==> config.mk <==
export PLATFORM = sky130hd
export DESIGN_NAME = ram_addr_unit
export DESIGN_NICKNAME = d
export VERILOG_FILES = /design/src/dsp_yaau_pkg.sv /design/src/ram_addr_unit.sv
export VERILOG_INCLUDE_DIRS = /design/src /design/src/src
export SDC_FILE = /design/constraint.sdc
export NUM_CORES = 1
export LEC_CHECK = 0
export ABC_CLOCK_PERIOD_IN_PS = 4250
export BUFFER_PORTS_ARGS = -buffer_cell sky130_fd_sc_hd__buf_2
export CORE_ASPECT_RATIO = 1.4
export CORE_MARGIN = 2
export CORE_UTILIZATION = 59
export DETAILED_ROUTE_END_ITERATION = 8
export PLACE_DENSITY = 0.81
export SKIP_CTS_REPAIR_TIMING = 1
export SLEW_MARGIN = 20
export SYNTH_ARGS = -nofsm -noshare
export SYNTH_HDL_FRONTEND = slang
export SYNTH_SLANG_ARGS = --single-unit
==> constraint.sdc <==
create_clock -name clk -period 4.25 [get_ports clk]
set_input_delay 0 -clock clk [delete_from_list [all_inputs] [get_ports clk]]
set_output_delay 0 -clock clk [all_outputs]
set_load 0.1 [all_outputs]
==> src/dsp_yaau_cfg.svh <==
// ~~~~~~~~~~~~~~~~~~~~~~~~~~~~~~~~~~~~~~~~~~~~~~~~~~~~~~~~~~~~
// YAAU configuration
// widths and sizes of the DSP data-memory addressing path
// ~~~~~~~~~~~~~~~~~~~~~~~~~~~~~~~~~~~~~~~~~~~~~~~~~~~~~~~~~~~~

`ifndef DSP_YAAU_CFG_SVH
`define DSP_YAAU_CFG_SVH

// data path and address register width
`define YAAU_DW    16

// RAM address bits, low part of a pointer
`define YAAU_AW    11

// number of words in the data RAM, 2**YAAU_AW
`define YAAU_DEPTH 2048

// short immediate field of the instruction word
`define YAAU_SIW   9

`endif

==> src/dsp_yaau_pkg.sv <==
// ~~~~~~~~~~~~~~~~~~~~~~~~~~~~~~~~~~~~~~~~~~~~~~~~~~~~~~~~~~~~
// YAAU package
// operation codes, instruction word and decoder strobes
// ~~~~~~~~~~~~~~~~~~~~~~~~~~~~~~~~~~~~~~~~~~~~~~~~~~~~~~~~~~~~

`default_nettype none

`include "dsp_yaau_cfg.svh"

package dsp_yaau_pkg;

    typedef enum logic [2:0] {
        op_nop        = 3'd0,
        op_load_short = 3'd1,   // r_field <- short immediate
        op_load_long  = 3'd2,   // r_field <- long immediate
        op_load_acc   = 3'd3,   // r_field <- accumulator
        op_load_ram   = 3'd4,   // r0..r3 <- last RAM read word
        op_read       = 3'd5,   // *y read, then post-modify
        op_write      = 3'd6    // *y = acc, then post-modify
    } yaau_op_e;

    // decoded instruction fields, op in the top bits
    typedef struct packed {
        yaau_op_e              op;
        logic [2:0]            r_field;   // r0-r3, j, k, rb, re
        logic [1:0]            y_field;   // pointer for the RAM access
        logic [1:0]            inc_sel;   // -1, 0, +1, +2
        logic                  ksel;      // k instead of j
        logic                  step_sel;  // j/k step instead of unit step
        logic [`YAAU_SIW-1:0]  short_imm;
        logic [`YAAU_DW-1:0]   long_imm;
    } yaau_instr_t;

    // one-hot style strobes seen by the address unit
    typedef struct packed {
        logic short_load;
        logic long_load;
        logic acc_load;
        logic ram_load;
        logic post_load;
        logic ram_rd;
        logic ram_wr;
    } yaau_ctl_t;

endpackage

`default_nettype wire

==> src/ram_addr_unit.sv <==
// ~~~~~~~~~~~~~~~~~~~~~~~~~~~~~~~~~~~~~~~~~~~~~~~~~~~~~~~~~~~~
// RAM address arithmetic unit
// pointers r0-r3, steps j/k and virtual shift register bounds
// rb/re; forms the RAM address and post-modifies the pointer
// ~~~~~~~~~~~~~~~~~~~~~~~~~~~~~~~~~~~~~~~~~~~~~~~~~~~~~~~~~~~~

`default_nettype none

`include "dsp_yaau_cfg.svh"

module ram_addr_unit
    import dsp_yaau_pkg::*;
(
    input  wire                   clk,
    input  wire                   rst,
    input  wire                   cen,
    input  wire yaau_ctl_t        ctl,
    input  wire [2:0]             r_field,
    input  wire [1:0]             y_field,
    input  wire [1:0]             inc_sel,
    input  wire                   ksel,
    input  wire                   step_sel,
    input  wire [`YAAU_SIW-1:0]   short_imm,
    input  wire [`YAAU_DW-1:0]    long_imm,
    input  wire [`YAAU_DW-1:0]    acc,
    input  wire [`YAAU_DW-1:0]    ram_dout,
    output logic [`YAAU_AW-1:0]   ram_addr,
    output logic [`YAAU_DW-1:0]   reg_dout
);

    localparam int EXT = `YAAU_DW - `YAAU_SIW;

    logic [`YAAU_DW-1:0] rp [4];    // r0..r3
    logic [`YAAU_DW-1:0] j, k;
    logic [`YAAU_DW-1:0] rb, re;    // circular buffer begin / end

    logic [`YAAU_DW-1:0] rind;      // pointer picked by y_field
    logic [`YAAU_DW-1:0] unit_step;
    logic [`YAAU_DW-1:0] step;
    logic [`YAAU_DW-1:0] rsum;
    logic [`YAAU_DW-1:0] imm_sext, imm_zext;
    logic [`YAAU_DW-1:0] ld_sext, ld_zext;
    logic [`YAAU_DW-1:0] rnext;
    logic                imm_load;
    logic                reg_load;  // immediate or acc, any register
    logic                vsr_loop;
    logic [3:0]          load_r;
    logic                load_j, load_k, load_rb, load_re;

    assign imm_load = ctl.short_load | ctl.long_load;
    assign reg_load = imm_load | ctl.acc_load;

    // short immediates: signed for pointers and steps, unsigned for bounds
    assign imm_sext = ctl.long_load ? long_imm
                                    : {{EXT{short_imm[`YAAU_SIW-1]}}, short_imm};
    assign imm_zext = ctl.long_load ? long_imm : {{EXT{1'b0}}, short_imm};
    assign ld_sext  = imm_load ? imm_sext : acc;
    assign ld_zext  = imm_load ? imm_zext : acc;

    assign rind     = rp[y_field];
    assign reg_dout = rp[r_field[1:0]];
    assign ram_addr = rind[`YAAU_AW-1:0];

    always_comb begin
        case (inc_sel)
            2'd0:    unit_step = '1;    // -1
            2'd1:    unit_step = '0;
            2'd2:    unit_step = `YAAU_DW'(1);
            default: unit_step = `YAAU_DW'(2);
        endcase
    end

    assign step     = step_sel ? (ksel ? k : j) : unit_step;
    assign rsum     = rind + step;
    assign vsr_loop = (re != '0) && (rind == re);  // wrap only with re set

    // immediate, acc, RAM, wrap, sum
    always_comb begin
        if (imm_load)
            rnext = imm_sext;
        else if (ctl.acc_load)
            rnext = acc;
        else if (ctl.ram_load)
            rnext = ram_dout;
        else if (vsr_loop)
            rnext = rb;
        else
            rnext = rsum;
    end

    always_comb begin
        for (int i = 0; i < 4; i++) begin
            load_r[i] = ((reg_load | ctl.ram_load) && r_field == 3'(i))
                      || (ctl.post_load && y_field == 2'(i));
        end
        load_j  = reg_load && r_field == 3'd4;
        load_k  = reg_load && r_field == 3'd5;
        load_rb = reg_load && r_field == 3'd6;
        load_re = reg_load && r_field == 3'd7;
    end

    always_ff @(posedge clk, posedge rst) begin
        if (rst) begin
            for (int i = 0; i < 4; i++) begin
                rp[i] <= '0;
            end
            j  <= '0;
            k  <= '0;
            rb <= '0;
            re <= '0;
        end else if (cen) begin
            for (int i = 0; i < 4; i++) begin
                if (load_r[i])
                    rp[i] <= rnext;
            end
            if (load_j)  j  <= ld_sext;
            if (load_k)  k  <= ld_sext;
            if (load_rb) rb <= ld_zext;
            if (load_re) re <= ld_zext;
        end
    end

endmodule

`default_nettype wire

Yosys cells after proc, flatten, opt, wreduce, memory -nomap -nowiden
Index checks and enable logic that the tools add are counted.
Storage, ports and cells
  output and inout port bits: 27
  input port bits: 76
  logic and storage cells: 75
  register bits: 128
Operators by class
  magnitude comparators: 2
  mux-type cells: 17
  add/sub/neg operators: 1
  equality and inequality tests: 13
  reduce and logical (&&, ||, !) cells: 29
  bitwise gates (word level): 5
Operators with widths (number)
  16-bit two-way mux: 14
  16-bit binary-select mux with 2-bit select: 2
  16-bit one-hot mux with 3 select lines: 1
  16-bit adder: 1
  16-bit == test: 1
  2-bit AND reduction: 8
  16-bit nonzero test: 1
  1-bit logical AND: 13
  3-bit == test, second input constant: 4
  2-bit == test, second input constant: 3
  3-bit by 2-bit == test with 1-bit output, second input constant: 2
  3-bit greater-or-equal comparator, second input constant: 2
  2-bit NOT with 3-bit output: 2
  2-bit by 1-bit == test with 1-bit output, second input constant: 2
  2-bit zero test: 2
  1-bit logical OR: 4
  3-bit by 1-bit == test with 1-bit output, second input constant: 1
  3-bit zero test: 1
  1-bit bitwise OR: 3

Logic depth before layout (Yosys ltp)
  depth in word-level cells: 10
  depth in mapped cells: 15
  gate-level depth less buffers: 15

Worst setup path before layout
No wires, ideal clock.
  path kind: register to register
  from: register rp[0] in the netlist's numbering
  to: register rp[30] in the netlist's numbering
  path slack: 0.643 ns
  data required time: 4.120 ns
  cell stages (with the launch flop): 13
  period minus slack after synthesis: 3.607 ns
  data arrival time: 3.477 ns
  path through: dfrtp_1 mux4_2 ha_1 inv_1 fa_1 nor2b_1 o31a_1 o41ai_2 a211oi_1 or4_1 a311o_1 a31oi_2 o21ai_1
On the way
  cells in the longest elaborated chain, start to end: 9
Ends and longest elaborated chain
  start: declaration: RTL line ram_addr_unit.sv:33  | logic [`YAAU_DW-1:0] rp [4];
  start signal: indexed assignment: RTL line ram_addr_unit.sv:114  | rp[i] <= rnext;
  16-bit binary-select mux with 2-bit select (*): RTL line ram_addr_unit.sv:60  | assign rind = rp[y_field];
  16-bit two-way mux (implied by the code) (*) (2 in series): RTL line ram_addr_unit.sv:60
  via ram_addr[0]: RTL line ram_addr_unit.sv:27  | output logic [`YAAU_AW-1:0] ram_addr,
  branches (longest 2 deep; another with 16-bit adder)
  16-bit two-way mux (*): RTL line ram_addr_unit.sv:85  | else if (vsr_loop)
  16-bit two-way mux (*): RTL line ram_addr_unit.sv:83  | else if (ctl.ram_load)
  16-bit two-way mux (*): RTL line ram_addr_unit.sv:81  | else if (ctl.acc_load)
  16-bit two-way mux (*): RTL line ram_addr_unit.sv:79  | if (imm_load)
Mark *: on every way through the listed nets, which the timed path passes. The select of a mux whose other input is x is not followed.
A chain may end at the register's enable or synchronous reset.

Worst setup path in the final report
  from: register rp[0] in the netlist's numbering
  to: register rp[14] in the netlist's numbering
On the way
  cells in the longest elaborated chain, start to end: 9
Ends and longest elaborated chain (RTL line)
  16-bit binary-select mux with 2-bit select (*): ram_addr_unit.sv:60
  16-bit two-way mux (implied by the code) (*) (2 in series): ram_addr_unit.sv:60
  branches (longest 2 deep; another with 16-bit adder)
  16-bit two-way mux (*): ram_addr_unit.sv:85
  16-bit two-way mux (*): ram_addr_unit.sv:83
  16-bit two-way mux (*): ram_addr_unit.sv:81
  16-bit two-way mux (*): ram_addr_unit.sv:79
Mark *: on every way between the ends. The select of a mux whose other input is x is not followed.

==> metrics.md <==
| Metric | Value |
|---|---|
| Number of cell rows | `50` |
| Starting density of the core | `0.605` |
| Final #Nets | `around 950` |
| Switch Pwr | `~2.5 mW` |
| Mapped Nets | `about 860` |
| CTS max path bufs | `2` |
| Final Skew | `0.0123 ns` |
| Post-synth top flop | `dfrtp_1` |
| RSZ-0062 raised after global routing | `no` |
| R2r worst-path depth | `12` |
| Diodes inserted | `0` |
| Clock root buffer | `clkbuf_16` |
| Worst slew margin | `0.346` |
| Post-synthesis sequential area ratio | `0.395` |
| Startpoint Class | `flop` |
| Largest net degree at the start of global routing | `50` |
| Synthesized flop and latch total | `approximately 130` |
| P_leak | `slightly below 4 nW` |
| Sink Count | `roughly 130` |
| Comb pwr share | `0.438` |
| CORE AREA | `between 10,000 and 15,000 µm²` |
| I/O pins | `between 100 and 150` |
| Via density | `about 6.7` |
| Synth-to-layout area growth | `14.8%` |
| Max incr delay on CP | `0.57 ns` |
| H-tree depth | `4` |
| Total CTS buffers | `17` |
| Most frequent cells in the layout | `dfrtp_1 (128), buf_2 (100), a21oi_1 (76)` |
| Initial DRT Pass Iterations | `6` |
| Gpl congestion | `between 0.9 and 1` |
| Post-synthesis cell type with the largest combined area | `dfrtp_1` |
| Peak Freq | `~0.26 GHz` |
| CP Data Arrival Time | `roughly 4.1 ns` |
| TNS Setup | `0 ns` |
| # Max-Cap Violations | `0` |
| Later-pin clock latency in the skew report | `0.42 ns` |
| Syn Area/Cell | `around 11 µm²` |
| Hold path depth | `3` |
| Ranking of synthesized cells by area | `dfrtp_1 (40%), mux4_2 (8.9%), mux2_2 (7.9%), a21oi_1 (4.7%), mux2i_1 (4.4%)` |
| Final Worst Setup Slack | `between 0.4 and 0.5 ns` |
| Simple-gate share of the synthesized area | `0.123` |
| Pwr/cell area | `609 nW/µm²` |
| Synth Area in Adders | `0.0303` |
| Compound-gate portion of the synthesized area | `0.176` |
| Min-Delay Path Class | `in -> reg` |
| Wire length per cell | `between 20 and 25 µm` |
| CTS tree | `yes` |
| DP HPWL | `17,200 µm` |
| Mapped cell area | `about 8100 µm²` |
| Mapped Cells | `~760` |
| Initial DRC count | `between 800 and 900` |
| Commonest non-fill, non-tap cell in the layout | `dfrtp_1` |
| GRT overflow | `0` |
| Initial antenna violation count | `0` |
| WL final | `~24,000 µm` |
| Fin crit period | `roughly 3.8 ns` |
| Post-synth EDFFs | `0` |
| Least-Margin Pin Slew | `between 0.9 and 1 ns` |
| ANT nets after route | `0` |
| Warnings from Yosys | `0` |
| Fin crit share | `0.897` |
| Total number of vias | `approximately 7,000` |
| Post-place setup slack | `around 0.57 ns` |
| CP Capture Type | `flop` |
| Vias in the first global route | `7,169` |
| Sequential share of power | `0.315` |
| Multiplexer share of the synthesized area | `0.213` |
| Yosys cell types | `between 60 and 70` |
| Crit path cell chain | `mux4_2 > ha_1 > inv_1 > fa_1 > nor2b_1 > o31a_1 > o41ai_2 > a211oi_1 > or4_1 > a311o_1 > a31oi_2 > o21ai_1` |
| CP max FO | `4` |
| Violated checks | `negative hold slack` |
| Min Hold Slack | `-0.0156 ns` |
| Die width | `a little over 100 µm` |
| First-pass GRT wire length | `between 30,000 and 40,000 µm` |
| Final Setup Violations | `0` |
| Largest family of logic cells by synthesized area | `multiplexers` |
| Final Hold Viols | `8` |
| Post-synth top area share | `0.395` |
| I/O Buffers | `100` |
| Die height | `143 µm` |
| Post-Synth XOR/XNOR Area | `0.0298` |
| Worst Path Required | `about 4.5 ns` |
| Asr flop ratio synth | `1.00` |
| Clock share of power | `0.247` |
| VDD IR-drop max | `just under 500 µV` |
| Die ar. | `roughly 15,000 µm²` |
| Crit Path Class | `reg -> reg` |
| Slowest cell on crit path | `mux4_2` |
| Sw Share | `0.435` |
| Share of cells above drive strength 1 | `0.302` |
| DR DRC count | `0` |
| Fin. max-slew vios | `0` |
| Outcome | `complete, but fails checks` |
| Worst-path clk slew | `approximately 0.06 ns` |
| Internal power | `around 3.2 mW` |
| Total GRT Usage | `0.348` |
-- routing by layer --
layer,up-vias,GRT usage,share of wire
met2,431,0.574,0.51
li1,3033,-,-
met3,102,0.0798,0.087
met5,-,0,0
met4,0,0.152,0.041
met1,3438,0.434,0.36
-- synth_stat cells (18+ instances only) --
cell and instances:
clkbuf_1 36, nor2_1 53, a21oi_1 76, xnor2_1 19, o21ai_0 25, o31ai_1 18, o21ai_1 24, mux2_2 57
ha_1 18, nand2_1 43, mux2i_1 36, dfrtp_1 128, mux4_2 32
-- flip-flops by register name (all words and copies together) (netlist names) --
signal,flops
j,16
re,16
k,16
rb,16
rp,64
-- stage by stage --
stage	hold slack, ns	power (mW)	instances	cell area, µm²	utilization
3_3_place_gp	0.0422	4.09	1011	8710	0.651
3_5_place_dp	0.0545	4.19	1011	8710	0.651
2_1_floorplan	0.237	3.66	762	8100	-
4_1_cts	-0.379	5.61	1042	9270	0.692
6_report	-0.0156	5.66	1045	9300	0.695
5_1_grt	0.000690	5.88	1045	9300	0.695
-- logic make-up (layout without fill, tap and decap cells) --
logic type	count (synthesis)	in the layout
simple gates	195	195
compound gates	213	213
xor+xnor	25	25
fa+ha+maj	19	19
mux	125	125
flops	128	128
buf+inv	57	158
-- layout make-up --
type,count,area [µm²]
well taps,182,228
repair buffers,117,636
multi-input cells,577,4640
fillers,991,4090
clock inverters,14,131
flip-flops and latches,128,3200
clock buffers,17,425
inverters,10,40.0
-- power by group through the flow --
stage               Combinational, mW  Clock [mW]  Sequential (mW)
floorplan                        1.95           0             1.71
global placement                 2.35           0             1.74
detailed placement               2.41           0             1.78
CTS                              2.44        1.40             1.77
global route                     2.62        1.45             1.81
finish                           2.48        1.40             1.78
-- critical path: cells and delay by family, from the launching register on --
family	cells	cell delay (ns)
and+or+nand+nor	2	0.51
AOI/OAI and AO/OA	6	1.66
adders and majority gates	2	0.45
DFF	1	0.40
buffers and inverters	1	0.08
muxes	1	0.57
-- final timing paths --
| path | to | slack, ns | startpoint |
|---|---|---|---|
| max | rp[14] | 0.44 | rp[0] |
| min | re[9] | -0.02 | acc[9] |
| max reg2reg | rp[14] | 0.44 | rp[0] |
| min reg2reg | j[15] | 0.48 | j[15] |
| max in group asynchronous | rp[47] | 3.06 | rst |
| min in group asynchronous | k[0] | 0.15 | rst |
Power figures use the tool's default switching activity.
